**src/hw/busDefsPkg.sv**
```systemverilog
// CPU bus definitions for the SCSI DMA front end
// Wishbone widths, register map and bit layout of control and status
package busDefsPkg;

    localparam int AdrWidth = 2;                     // Word address, four registers
    localparam int DatWidth = 32;                    // Longword data bus

    localparam logic [AdrWidth-1:0] RegScsi   = 2'd0; // Byte window onto the SCSI chip
    localparam logic [AdrWidth-1:0] RegCtrl   = 2'd1; // DMA enable and direction
    localparam logic [AdrWidth-1:0] RegStatus = 2'd2; // FIFO flags and fill count
    localparam logic [AdrWidth-1:0] RegFifo   = 2'd3; // Longword push and pop

    localparam int CtrlEnBit  = 0;                   // DMA enable
    localparam int CtrlDirBit = 1;                   // 0 chip to FIFO, 1 FIFO to chip

    localparam int StatEmptyBit   = 0;
    localparam int StatFullBit    = 1;
    localparam int StatCountLsb   = 8;               // Word count sits in 15:8
    localparam int StatCountWidth = 8;

endpackage

```
**src/hw/xferDefsPkg.sv**
```systemverilog
// Transfer side definitions for the SCSI DMA front end
// Sequencer states, DMA direction and the FIFO word with its byte view
package xferDefsPkg;

    // Direction as seen from the control register bit
    typedef enum logic {
        scsiToFifo = 1'b0,                           // Chip supplies, FIFO packs
        fifoToScsi = 1'b1                            // FIFO unpacks, chip consumes
    } dmaDir_t;

    typedef enum logic [2:0] {
        idle      = 3'd0,                            // Waiting for CPU or DMA work
        cpuStrobe = 3'd1,                            // CS with RE or WE held
        cpuDone   = 3'd2,                            // One cycle handshake back to slave
        dmaStrobe = 3'd3,                            // DACK with RE or WE held
        dmaDone   = 3'd4                             // FIFO push or pop pulse
    } seqState_t;

    // CPU side sees one longword, DMA side walks four bytes
    // Byte 0 lands in bits 31:24 so packing is MSB first
    typedef union packed {
        logic [31:0]         word;
        logic [0:3][7:0]     bytes;
    } fifoWord_t;

endpackage

```
**src/hw/scsiIfs.sv**
```systemverilog
// Internal links of the SCSI DMA front end
// seqCtrlIf carries CPU byte cycles and DMA control, fifoPortIf the byte side
`timescale 1ns/1ns

interface seqCtrlIf import xferDefsPkg::*; ();
    logic       cpuReq;                              // Held until cpuDone
    logic       cpuWrite;                            // High for a byte write
    logic [7:0] cpuWrByte;                           // Byte for the chip
    logic       dmaEn;
    dmaDir_t    dmaDir;
    logic [7:0] cpuRdByte;                           // Byte returned by the chip
    logic       cpuDone;                             // One cycle, CPU cycle finished

    modport slave (
        output cpuReq, cpuWrite, cpuWrByte, dmaEn, dmaDir,
        input  cpuRdByte, cpuDone
    );

    modport seq (
        input  cpuReq, cpuWrite, cpuWrByte, dmaEn, dmaDir,
        output cpuRdByte, cpuDone
    );
endinterface

interface fifoPortIf ();
    logic       pushByte;                            // One cycle pulse
    logic       popByte;                             // One cycle pulse
    logic [7:0] byteIn;
    logic [7:0] byteOut;                             // Current byte at the head
    logic       full;
    logic       empty;

    modport seq (
        output pushByte, popByte, byteIn,
        input  byteOut, full, empty
    );

    modport fifo (
        input  pushByte, popByte, byteIn,
        output byteOut, full, empty
    );
endinterface

```
**src/hw/wbRegSlave.sv**
```systemverilog
// Wishbone classic slave of the SCSI DMA front end
// Register decode, control and status, longword FIFO access and byte window requests
`timescale 1ns/1ns

module wbRegSlave import busDefsPkg::*, xferDefsPkg::*; #(
    parameter int FifoDepth = 4
) (
    input  logic                          CLK135,
    input  logic                          AS_,
    input  logic                          wbCyc_i,
    input  logic                          wbStb_i,
    input  logic                          wbWe_i,
    input  logic [AdrWidth-1:0]           wbAdr_i,
    input  logic [DatWidth-1:0]           wbDat_i,
    output logic [DatWidth-1:0]           wbDat_o,
    output logic                          wbAck_o,
    seqCtrlIf.slave                       sc,
    input  logic [DatWidth-1:0]           wordOut_i,
    input  logic                          fifoFull_i,
    input  logic                          fifoEmpty_i,
    input  logic [$clog2(FifoDepth+1)-1:0] fifoCount_i,
    output logic                          pushWord_o,
    output logic                          popWord_o,
    output logic [DatWidth-1:0]           wordIn_o
);

    logic                access;                     // New cycle, not the ack cycle
    logic                regAccess;                  // Control, status or FIFO
    logic                scsiStart;                  // Byte window cycle begins
    logic [DatWidth-1:0] statusWord;
    logic [DatWidth-1:0] rdMux;

    assign access    = wbCyc_i && wbStb_i && !wbAck_o;
    assign regAccess = access && (wbAdr_i != RegScsi);
    assign scsiStart = access && (wbAdr_i == RegScsi) && !sc.cpuReq;

    // Guarded longword side, dropped accesses still ack
    assign pushWord_o = regAccess && wbWe_i && (wbAdr_i == RegFifo) && !fifoFull_i;
    assign popWord_o  = regAccess && !wbWe_i && (wbAdr_i == RegFifo) && !fifoEmpty_i;
    assign wordIn_o   = wbDat_i;

    always_comb begin
        statusWord = '0;
        statusWord[StatEmptyBit] = fifoEmpty_i;
        statusWord[StatFullBit]  = fifoFull_i;
        statusWord[StatCountLsb +: StatCountWidth] = StatCountWidth'(fifoCount_i);
        case (wbAdr_i)
            RegCtrl: begin
                rdMux = '0;
                rdMux[CtrlEnBit]  = sc.dmaEn;
                rdMux[CtrlDirBit] = sc.dmaDir;
            end
            RegStatus: rdMux = statusWord;
            RegFifo:   rdMux = fifoEmpty_i ? '0 : wordOut_i; // Empty pop reads zero
            default:   rdMux = '0;
        endcase
    end

    always_ff @(posedge CLK135 or posedge AS_) begin
        if (AS_) begin
            wbAck_o     <= 1'b0;
            sc.cpuReq   <= 1'b0;
            sc.cpuWrite <= 1'b0;
            sc.dmaEn    <= 1'b0;
            sc.dmaDir   <= scsiToFifo;
        end else begin
            wbAck_o <= regAccess || sc.cpuDone;      // Single cycle either way
            if (scsiStart) begin
                sc.cpuReq   <= 1'b1;                 // Hold until sequencer finishes
                sc.cpuWrite <= wbWe_i;
            end else if (sc.cpuDone) begin
                sc.cpuReq   <= 1'b0;
            end
            if (regAccess && wbWe_i && (wbAdr_i == RegCtrl)) begin
                sc.dmaEn  <= wbDat_i[CtrlEnBit];
                sc.dmaDir <= dmaDir_t'(wbDat_i[CtrlDirBit]);
            end
        end
    end

    always_ff @(posedge CLK135) begin
        if (regAccess) wbDat_o <= rdMux;
        else if (sc.cpuDone) wbDat_o <= DatWidth'(sc.cpuRdByte); // Chip byte in 7:0
        if (scsiStart) sc.cpuWrByte <= wbDat_i[7:0];
    end

endmodule

```
**src/hw/scsiSequencer.sv**
```systemverilog
// SCSI chip sequencer
// Arbitrates CPU byte cycles against DMA bytes and drives the chip strobes
`timescale 1ns/1ns

module scsiSequencer import xferDefsPkg::*; #(
    parameter int StrobeCycles = 2
) (
    input  logic       CLK135,
    input  logic       AS_,
    seqCtrlIf.seq      sc,
    fifoPortIf.seq     fp,
    input  logic       scsiDreqN_i,
    input  logic [7:0] scsiDat_i,
    output logic       scsiCs_o,
    output logic       scsiRe_o,
    output logic       scsiWe_o,
    output logic       scsiDack_o,
    output logic [7:0] scsiDat_o
);

    localparam int CntW = (StrobeCycles > 1) ? $clog2(StrobeCycles) : 1;

    seqState_t       state;
    logic [CntW-1:0] strobeCnt;                      // Strobe cycles left minus one
    dmaDir_t         xferDir;                        // Direction of the byte in flight
    logic            dmaGo;                          // DMA may start a byte
    logic            lastStrobe;
    logic [7:0]      datLatch;                       // Byte read from the chip

    // Chip asks, DMA enabled, and FIFO has room or data
    assign dmaGo = sc.dmaEn && !scsiDreqN_i &&
                   ((sc.dmaDir == scsiToFifo) ? !fp.full : !fp.empty);

    assign lastStrobe = ((state == cpuStrobe) || (state == dmaStrobe)) && (strobeCnt == '0);

    assign sc.cpuDone   = (state == cpuDone);
    assign sc.cpuRdByte = datLatch;
    assign fp.byteIn    = datLatch;
    assign fp.pushByte  = (state == dmaDone) && (xferDir == scsiToFifo);
    assign fp.popByte   = (state == dmaDone) && (xferDir == fifoToScsi);

    always_ff @(posedge CLK135 or posedge AS_) begin
        if (AS_) begin
            state      <= idle;
            strobeCnt  <= '0;
            xferDir    <= scsiToFifo;
            scsiCs_o   <= 1'b0;
            scsiRe_o   <= 1'b0;
            scsiWe_o   <= 1'b0;
            scsiDack_o <= 1'b0;
        end else begin
            case (state)
                idle: begin
                    if (sc.cpuReq) begin             // CPU wins at idle
                        state     <= cpuStrobe;
                        strobeCnt <= CntW'(StrobeCycles - 1);
                        scsiCs_o  <= 1'b1;
                        scsiRe_o  <= !sc.cpuWrite;
                        scsiWe_o  <= sc.cpuWrite;
                    end else if (dmaGo) begin
                        state      <= dmaStrobe;
                        strobeCnt  <= CntW'(StrobeCycles - 1);
                        xferDir    <= sc.dmaDir;     // Latched for the push or pop
                        scsiDack_o <= 1'b1;
                        scsiRe_o   <= (sc.dmaDir == scsiToFifo);
                        scsiWe_o   <= (sc.dmaDir == fifoToScsi);
                    end
                end
                cpuStrobe, dmaStrobe: begin
                    if (lastStrobe) begin            // Drop every strobe together
                        scsiCs_o   <= 1'b0;
                        scsiRe_o   <= 1'b0;
                        scsiWe_o   <= 1'b0;
                        scsiDack_o <= 1'b0;
                        state      <= (state == cpuStrobe) ? cpuDone : dmaDone;
                    end else begin
                        strobeCnt <= strobeCnt - 1'b1;
                    end
                end
                cpuDone, dmaDone: state <= idle;     // Handshake cycle
                default: state <= idle;
            endcase
        end
    end

    // Outgoing byte is fixed while at idle, then held through the strobe
    always_ff @(posedge CLK135) begin
        if (state == idle) scsiDat_o <= sc.cpuReq ? sc.cpuWrByte : fp.byteOut;
        if (lastStrobe && scsiRe_o) datLatch <= scsiDat_i; // Sample on last strobe cycle
    end

endmodule

```
**src/hw/byteFifo.sv**
```systemverilog
// Longword FIFO with byte packing and unpacking
// Byte side packs and unpacks MSB first, word side moves whole longwords
`timescale 1ns/1ns

module byteFifo import xferDefsPkg::*; #(
    parameter int FifoDepth = 4
) (
    input  logic                           CLK135,
    input  logic                           AS_,
    fifoPortIf.fifo                        fp,
    input  logic                           pushWord_i,
    input  logic                           popWord_i,
    input  fifoWord_t                      wordIn_i,
    output fifoWord_t                      wordOut_o,
    output logic                           fifoFull_o,
    output logic                           fifoEmpty_o,
    output logic [$clog2(FifoDepth+1)-1:0] fifoCount_o
);

    localparam int PtrW = (FifoDepth > 1) ? $clog2(FifoDepth) : 1;
    localparam int CntW = $clog2(FifoDepth + 1);

    fifoWord_t       mem [FifoDepth];
    fifoWord_t       stage;                          // Partly packed word
    fifoWord_t       packWord;                       // Stage with the incoming byte
    logic [PtrW-1:0] nextIn, nextOut;
    logic [1:0]      packPtr, unpackPtr;
    logic [CntW-1:0] count;
    logic            doPush, doPop;

    function automatic logic [PtrW-1:0] bumpPtr(input logic [PtrW-1:0] ptr);
        return (ptr == PtrW'(FifoDepth - 1)) ? '0 : ptr + 1'b1; // Circular wrap
    endfunction

    always_comb begin
        packWord = stage;
        packWord.bytes[packPtr] = fp.byteIn;
    end

    assign doPush = pushWord_i || (fp.pushByte && (packPtr == 2'd3)); // Commit on byte 3
    assign doPop  = popWord_i || (fp.popByte && (unpackPtr == 2'd3));

    assign wordOut_o   = mem[nextOut];
    assign fp.byteOut  = mem[nextOut].bytes[unpackPtr];
    assign fifoFull_o  = (count == CntW'(FifoDepth));
    assign fifoEmpty_o = (count == '0);
    assign fifoCount_o = count;
    assign fp.full     = fifoFull_o;
    assign fp.empty    = fifoEmpty_o;

    always_ff @(posedge CLK135) begin
        if (fp.pushByte) stage <= packWord;
        if (doPush) mem[nextIn] <= pushWord_i ? wordIn_i : packWord;
    end

    always_ff @(posedge CLK135 or posedge AS_) begin
        if (AS_) begin
            nextIn    <= '0;
            nextOut   <= '0;
            packPtr   <= '0;
            unpackPtr <= '0;
            count     <= '0;
        end else begin
            if (fp.pushByte) packPtr <= packPtr + 2'd1; // Word side leaves these alone
            if (fp.popByte) unpackPtr <= unpackPtr + 2'd1;
            if (doPush) nextIn <= bumpPtr(nextIn);
            if (doPop) nextOut <= bumpPtr(nextOut);
            count <= count + CntW'(doPush) - CntW'(doPop);
        end
    end

endmodule

```
**src/hw/scsiDmaTop.sv**
```systemverilog
// SCSI DMA front end top level
// Wishbone register slave, chip sequencer and byte FIFO with plain outside ports
`timescale 1ns/1ns

module scsiDmaTop import busDefsPkg::*; #(
    parameter int FifoDepth    = 4,                  // Longwords
    parameter int StrobeCycles = 2                   // Clocks per chip strobe
) (
    input  logic                CLK135,
    input  logic                AS_,
    input  logic                wbCyc_i,
    input  logic                wbStb_i,
    input  logic                wbWe_i,
    input  logic [AdrWidth-1:0] wbAdr_i,
    input  logic [DatWidth-1:0] wbDat_i,
    output logic [DatWidth-1:0] wbDat_o,
    output logic                wbAck_o,
    input  logic                scsiDreqN_i,
    input  logic [7:0]          scsiDat_i,
    output logic                scsiCs_o,
    output logic                scsiRe_o,
    output logic                scsiWe_o,
    output logic                scsiDack_o,
    output logic [7:0]          scsiDat_o
);

    logic                           pushWord, popWord;
    logic [DatWidth-1:0]            wordIn, wordOut;
    logic                           fifoFull, fifoEmpty;
    logic [$clog2(FifoDepth+1)-1:0] fifoCount;

    seqCtrlIf  seqCtrl ();                           // Slave to sequencer
    fifoPortIf fifoPort ();                          // Sequencer to FIFO byte side

    wbRegSlave #(.FifoDepth(FifoDepth)) regSlave (
        .CLK135, .AS_, .wbCyc_i, .wbStb_i, .wbWe_i, .wbAdr_i, .wbDat_i, .wbDat_o, .wbAck_o,
        .sc(seqCtrl), .wordOut_i(wordOut), .fifoFull_i(fifoFull), .fifoEmpty_i(fifoEmpty),
        .fifoCount_i(fifoCount), .pushWord_o(pushWord), .popWord_o(popWord), .wordIn_o(wordIn)
    );

    scsiSequencer #(.StrobeCycles(StrobeCycles)) sequencer (
        .CLK135, .AS_, .sc(seqCtrl), .fp(fifoPort), .scsiDreqN_i, .scsiDat_i,
        .scsiCs_o, .scsiRe_o, .scsiWe_o, .scsiDack_o, .scsiDat_o
    );

    byteFifo #(.FifoDepth(FifoDepth)) fifo (
        .CLK135, .AS_, .fp(fifoPort), .pushWord_i(pushWord), .popWord_i(popWord),
        .wordIn_i(wordIn), .wordOut_o(wordOut), .fifoFull_o(fifoFull),
        .fifoEmpty_o(fifoEmpty), .fifoCount_o(fifoCount)
    );

endmodule

```
**config.mk**
```make
export PLATFORM = sky130hd
export DESIGN_NAME = scsiDmaTop
export DESIGN_NICKNAME = d
export VERILOG_FILES = /design/src/hw/busDefsPkg.sv /design/src/hw/xferDefsPkg.sv /design/src/hw/scsiIfs.sv /design/src/hw/wbRegSlave.sv /design/src/hw/scsiSequencer.sv /design/src/hw/byteFifo.sv /design/src/hw/scsiDmaTop.sv
export SDC_FILE = /design/constraint.sdc
export NUM_CORES = 1
export LEC_CHECK = 0
export BUFFER_PORTS_ARGS = -buffer_cell sky130_fd_sc_hd__buf_2
export CORE_MARGIN = 5
export CORE_UTILIZATION = 40
export DETAILED_ROUTE_END_ITERATION = 10
export HOLD_SLACK_MARGIN = 0.12
export PLACE_DENSITY_LB_ADDON = 0.2
export SYNTH_ARGS = -nofsm -noshare
export SYNTH_HDL_FRONTEND = slang
export SYNTH_SLANG_ARGS = --single-unit
```
**constraint.sdc**
```tcl
create_clock -name CLK135 -period 4.5 [get_ports CLK135]
set_input_delay 0.9 -clock CLK135 [delete_from_list [all_inputs] [get_ports CLK135]]
set_output_delay 0.9 -clock CLK135 [all_outputs]
set_load 0.1 [all_outputs]
```
==> metrics, run 1 <==
Final nets=766; Peak VDD IR=0.000333 V; Hold Path Origin=regSlave.sc.cpuWrite$_DFFE_PP0P_; Design Area, Final=11,800 um^2; PwrDens=642 nW/um^2; I/O Pins=just over 90; die area=around 29,000 um^2; fin. max-slew vios=0; Max Clock Freq=around 0.37 GHz; worst endpoint required time=4.76 ns; post-CTS setup buffer count=0; DR vias/cell=5.33; Clock H-tree levels=1; CTS Buf Count=25; row count=58; Critical Path Source Type=register; Slew @ Worst Pin=around 1.2 ns; Buf/Inv on CP=1; Relative slew margins=21.2%; clk sink count=between 200 and 250; crit path cell chain=buf_4 -> mux2_1 -> o22ai_1 -> a221o_1 -> a211oi_1 -> a21o_1; RSZ-0062 raised after global routing=false; Max-Cap Viols=0; core area=about 25,000 um^2; CP peak stage delay=1.06 ns; # fillers=2,187; worst r2r src=fifo.nextOut[1]$_DFFE_PP0N_; GR Util All Layers=16.7%; #FFs+latches synth=241; placed inst area=11,000 um^2; TNS Setup=0 ns; critical path's top delay family=flip-flops; initial antenna violation count=0; ys async rst share=between 10% and 20%; final setup fails=0; number of synthesized flops with an enable pin=216; vias in the first global route=5,867; DP Worst Slack=1.42 ns; mapped cell area=about 10,000 um^2; post-DP HPWL=16,000 um; Pwr Total=0.00757 W; die span in x=170 um; highest fanout seen on the critical path=42; synth-to-layout area growth=15.5%; port buffer count=92; fin util=between 40% and 50%; Tcrit/Tclk final=between 50% and 60%; DRT iter0 DRCs=between 400 and 500; post-cts repair resize count=0; Leak=4.21 nW; Ys Warns=0; CTS tree=yes; first-pass GRT wire length=36,400 um; Setup CP Type=register to register; Final Hold Fails=0; CTS Root Cell=clkbuf_16; routability cong.=0.854; CP startpoint=fifo.nextOut[1]$_DFFE_PP0N_; Clock Skews=0.0224 ns; layout cells sized above 1=29.3%; Primary FF master, synth=edfxtp_1; FF+latch area=7110 um^2; Post-Syn Nets=about 670; Clock Tree Buf Depth=3; routed wire length=23,900 um; cts hold-fix bufs=0; area of the multi-input gates=2880 um^2; average cell area after synthesis=~17 um^2; sequential element share of the synthesized area=a little under 70%; Final WS setup=1.82 ns; DRC violation count after routing=0; Hold/Removal Path Class=register to register; clk_lat worst skew=0.53 ns; Arr. time, crit path=2.94 ns; Die Span Y=170 um; run status=finished, final reports clean; gr ovfl total=0; drt pass-1 iters=6; Initial Util=40.6%; DR vias=5,623; wire length per cell=22.7 um; Detail Route Antenna Nets=0; Critical Path End Type=register; largest net degree at the start of global routing=43; min Tclk post-route=around 2.7 ns; Clock Pin Slew Worst Setup and Hold Paths=0.06 ns; antenna diode count=0; distinct cell type count after synthesis=55; synthesized instance count=605; CP max stage cell=dfrtp_2
synthesized netlist by cell type (13+ instances only):
cell | number | area (um^2)
a211oi_1 | 13 | 97.6
mux2i_1 | 21 | 210
inv_1 | 13 | 48.8
nor2_1 | 17 | 63.8
dfrtp_1 | 25 | 626
mux2_1 | 44 | 495
edfxtp_1 | 216 | 6490
nand2_1 | 26 | 97.6
mux4_2 | 19 | 428
nor2b_1 | 22 | 138
clkbuf_1 | 15 | 56.3
mux2_2 | 43 | 484
sequential cells by signal, indices dropped and copies added, names as in the netlist, 2 cells and up:
| register | flops |
|---|---|
| fifo.packPtr | 2 |
| fifo.stage | 32 |
| fifo.unpackPtr | 2 |
| regSlave.wbDat_o | 32 |
| fifo.mem | 128 |
| regSlave.sc.cpuWrByte | 8 |
| fifo.nextOut | 2 |
| sequencer.state | 3 |
| fifo.nextIn | 2 |
| fifo.fifoCount_o | 3 |
| sequencer.fp.byteIn | 8 |
| sequencer.scsiDat_o | 8 |
final timing paths:
path	endpoint	slack, ns	depth (start not counted)
max	sequencer.scsiDat_o[4]$_DFFE_PP_	1.82	6
min reg2reg	regSlave.sc.cpuWrite$_DFFE_PP0P_	0.50	2
min in group asynchronous	regSlave.wbAck_o$_DFF_PP0_	0.66	2
min	regSlave.sc.cpuWrite$_DFFE_PP0P_	0.50	2
max in group asynchronous	fifo.nextOut[1]$_DFFE_PP0N_	3.08	2
max reg2reg	sequencer.scsiDat_o[4]$_DFFE_PP_	1.82	6
metal layers:
metal	track usage, %	part of all wire, %	up-vias
li1	-	-	2563
met1	22.9	43	2853
met2	28.4	50	181
met3	2.42	5.3	26
met4	3.64	1.7	0
met5	0	0	-
power breakdown:
part / leakage [nW] / switching, W / internal, W
clock network: 0.387 / 0.000818 / 0.00115
logic: 1.54 / 0.00178 / 0.000729
registers: 2.29 / 0.000246 / 0.00285
total: 4.21 / 0.00285 / 0.00472
worst min-delay path, cell delays in order (launching register included):
cell	delay, ns
dfrtp_1	0.35
nand2_1	0.05
nand2_1	0.06
metrics by stage:
step           std cells  hold slack [ns]
3_5_place_dp        1008            0.486
3_3_place_gp        1008            0.455
4_1_cts             1054            0.504
6_report            1054            0.496
5_1_grt             1054            0.542
2_1_floorplan        605            0.440
logic make-up after synthesis:
group	Yosys count	share of synthesized area (%)
simple gates	95	4.73
mux	128	16.1
flops	241	69.6
compound gates	76	5.08
buf+inv	47	2.35
xor+xnor	5	0.429
fa+ha+maj	13	1.67
final cells by class:
cell class              count  area share (%)
clock buffers              30            5.55
clock inverters            16            1.06
inverters                  17           0.541
multi-input cells         317            24.4
flip-flops and latches    241            60.3
well taps                 330            3.50
repair buffers            103            4.61
layout by cell type, fill, tap and decap left out, drive strengths merged, types with 5 or more instances in the layout:
cell type / instances
and2: 6
nor2b: 22
o21ai: 17
mux4: 20
clkinv: 14
a221o: 5
a211oi: 13
nand2: 26
edfxtp: 216
dfrtp: 25
inv: 17
nor2: 17
buf: 103
a21o: 6
a21oi: 9
mux2i: 21
clkbuf: 30
mux2: 87
o22ai: 12
ha: 12
nand3: 7
No activity file was read; power rests on OpenSTA's default activity.
==> run 2: changes to the inputs <==
ABC_AREA = 1   (was unset)
clock period = 2.4 ns   (was 4.5 ns; I/O delays follow)
==> run 2 against run 1 <==
Critical path depth grew 4. First-iteration DRC count grew 1.3%. Synthesized cell count grew 56%. Non-clock buffer count grew 25. Count of clock-buffer cells in the layout grew 8. Sequential share of layout area shrank 2.7 points. Largest power group is now combinational logic.
==> metrics, run 2 <==
run status=finished, final reports clean; min Tclk post-route=2.13 ns (-0.549 ns); highest fanout seen on the critical path=7 (-83%); Die Span Y=172 um (+1.0%); fin util=47.6% (+0.78 points); crit path cell chain=nor2_1 -> nand3_1 -> inv_1 -> nand2_1 -> o21ai_2 -> ha_1 -> inv_1 -> ha_1 -> fa_1 -> xor2_1; ys async rst share=10.4% (unchanged); Synth top area share=62.1% (-1.4 points); die area=29,400 um^2 (+2.1%); fin. max-slew vios=0 (unchanged); #FFs+latches synth=241 (unchanged); sequential element share of the synthesized area=68.1% (-1.5 points); Final nets=1,123 (+47%); top cells by area, synth=edfxtp_1, nand2_1, dfrtp_1; CP max stage cell=dfrtp_1; clk_lat worst skew=0.53 ns (about the same); GR Util All Layers=17.3% (+0.66 points); hold slack=0.192 ns (-0.304 ns); synthesized instance count=946 (+56%); CTS Root Cell=clkbuf_16; DR vias=6,964 (+24%); routed wire length=25,500 um (+6.6%); Detail Route Antenna Nets=0 (unchanged); CP peak stage delay=0.47 ns (-0.59 ns); core area=25,900 um^2 (+2.9%); clk sink count=241 (unchanged); Final Hold Fails=0 (unchanged); Setup CP Type=register to register; drt pass-1 iters=5 (-1); Design Area, Final=12,300 um^2 (+4.6%); antenna diode count=0 (unchanged); largest net degree at the start of global routing=66 (+53%); CTS Buf Count=26 (+4.0%); reg-to-reg endpoint=fifo.fifoCount_o[2]$_DFF_PP0_; layout cells sized above 1=18.5% (-11 points); post-DP HPWL=18,100 um (+13%); register name with the most flops=fifo.mem; port buffer count=92 (unchanged); DRT iter0 DRCs=458 (+1.3%); Clock Tree Buf Depth=3 (unchanged); Leak=4.92 nW (+17%); top cell type by total area after synthesis=edfxtp_1; mapped cell area=10,400 um^2 (+2.2%); Pwr Total=0.0161 W (+110%); Arr. time, crit path=2.54 ns (-0.40 ns); DRC violation count after routing=0 (unchanged); leading cell type in the layout, fill and taps excluded=nand2_1; vias in the first global route=6,682 (+14%); Primary FF master, synth=edfxtp_1; average cell area after synthesis=11.0 um^2 (-35%); Final Non-Filler Cells=1,416 (+34%); worst endpoint required time=2.81 ns (-1.95 ns); first-pass GRT wire length=38,800 um (+6.6%); Hold Path Origin=wbDat_i[3]; PwrDens=1300 nW/um^2 (+100%); post-CTS setup buffer count=0 (unchanged); # fillers=2,373 (+8.5%); gr ovfl total=0 (unchanged); die span in x=172 um (+1.0%); wire length per cell=18.0 um (-21%); initial antenna violation count=1 (+1); worst r2r src=sequencer.state[0]$_DFFE_PP0P_; placed inst area=11,500 um^2 (+4.0%); Worst Hold Path Cells=1 (-1); number of synthesized flops with an enable pin=216 (unchanged); biggest regs=fifo.mem x128, fifo.stage x32, regSlave.wbDat_o x32; Initial Util=40.3% (-0.26 points); max reg flops=128 (unchanged); Max-Cap Viols=0 (unchanged); Clock Skews=0.0187 ns (-0.00370 ns); DR vias/cell=4.92 (-7.8%); Min-Delay Endpoint=regSlave.sc.cpuWrByte[3]$_DFFE_PP_; cts hold-fix bufs=9 (+9); Clock H-tree levels=1 (unchanged); count leader, synth=nand2_1; most frequent cells in the layout=nand2_1, edfxtp_1, nand3_1; FF+latch area=7110 um^2 (about the same); final setup fails=0 (unchanged); Ys Warns=0 (unchanged); CTS tree=yes; Cells after DPL=1,360 (+35%); commonest cells in the netlist=nand2_1, edfxtp_1, nand3_1, inv_1, o21ai_0; Slew @ Worst Pin=0.791 ns (-0.382 ns); area of the multi-input gates=2860 um^2 (-0.57%); Hold/Removal Path Class=primary input to register; RSZ-0062 raised after global routing=false; Max Clock Freq=0.470 GHz (+26%); row count=59 (+1.7%); Peak VDD IR=0.000876 V (+160%); critical path's top delay family=adder cells; routability cong.=0.801 (-6.3%); Clock Pin Slew Worst Setup and Hold Paths=0.06 ns (about the same); Critical Path Source Type=register; Buf/Inv on CP=2 (+1); synth-to-layout area growth=18.1%; distinct cell type count after synthesis=37 (-33%); r2r setup slk=0.27 ns (-1.55 ns); I/O Pins=93 (unchanged); Critical Path End Type=register; post-cts repair resize count=0 (unchanged); Relative slew margins=47.3% (+26 points); Tcrit/Tclk final=88.7% (+29 points); FF-to-FF path depth=10 (+4); Post-Syn Nets=1,007 (+51%)
-- run 2: cell count changes after synthesis, sizes merged, moves of 6 or more --
cell and change:
and2 -6, o21ai +62, buf +14, nand3 +94, a211oi -13, a21o -6
nor2 +25, mux2 -87, inv +56, mux4 -20, nor2b -22, mux2i -21
nand2 +300
-- run 2: power by group --
| group | internal (W) | total, W | switching (W) |
|---|---|---|---|
| Sequential | 0.00553 | 0.00581 | 0.000281 |
| Clock | 0.00219 | 0.00373 | 0.00153 |
| Combinational | 0.00139 | 0.00655 | 0.00516 |
-- run 2: how the worst max path moves through the flow --
| stage | cells past startpoint | end | startpoint | slack (ns) |
|---|---|---|---|---|
| global route | 10 | fifo.fifoCount_o[2]$_DFF_PP0_ | sequencer.state[0]$_DFFE_PP0P_ | 0.15 |
| CTS | 10 | fifo.fifoCount_o[2]$_DFF_PP0_ | sequencer.state[0]$_DFFE_PP0P_ | 0.27 |
| detailed placement | 10 | fifo.fifoCount_o[2]$_DFF_PP0_ | wbAdr_i[0] | 0.22 |
| global placement | 10 | fifo.fifoCount_o[2]$_DFF_PP0_ | wbAdr_i[0] | 0.23 |
| floorplan | 4 | fifo.mem[0][0]$_DFFE_PP_ | sequencer.state[2]$_DFFE_PP0P_ | -0.75 |
| finish | 10 | fifo.fifoCount_o[2]$_DFF_PP0_ | sequencer.state[0]$_DFFE_PP0P_ | 0.27 |
-- run 2: metrics by stage --
| stage | TNS [ns] | worst slack, ns |
|---|---|---|
| finish | 0 | 0.271 |
| CTS | 0 | 0.272 |
| global placement | 0 | 0.234 |
| detailed placement | 0 | 0.221 |
| floorplan | -96.87 | -0.752 |
| global route | 0 | 0.151 |
-- run 2: final cells by class --
class / count / area share (%)
sequential: 241 / 57.7
multi-input combinational: 590 / 23.2
timing repair buffer: 128 / 7.02
clock buffer: 38 / 5.89
tap: 335 / 3.40
inverter: 75 / 2.28
clock inverter: 9 / 0.527
-- run 2: cell families after synthesis --
logic type / share of synthesized area, %
buffers and inverters: 4.83
DFF: 68.1
and+or+nand+nor: 19.0
adders and majority gates: 1.63
AOI/OAI and AO/OA: 6.12
xor gates and xnor gates: 0.336
-- run 2: routing by layer --
layer	up-vias	global-route usage, %	share of wire (%)
li1	3450	-	-
met1	3285	25.6	46
met5	-	0	0
met3	41	2.90	6.8
met4	0	4.58	2.2
met2	188	26.7	45
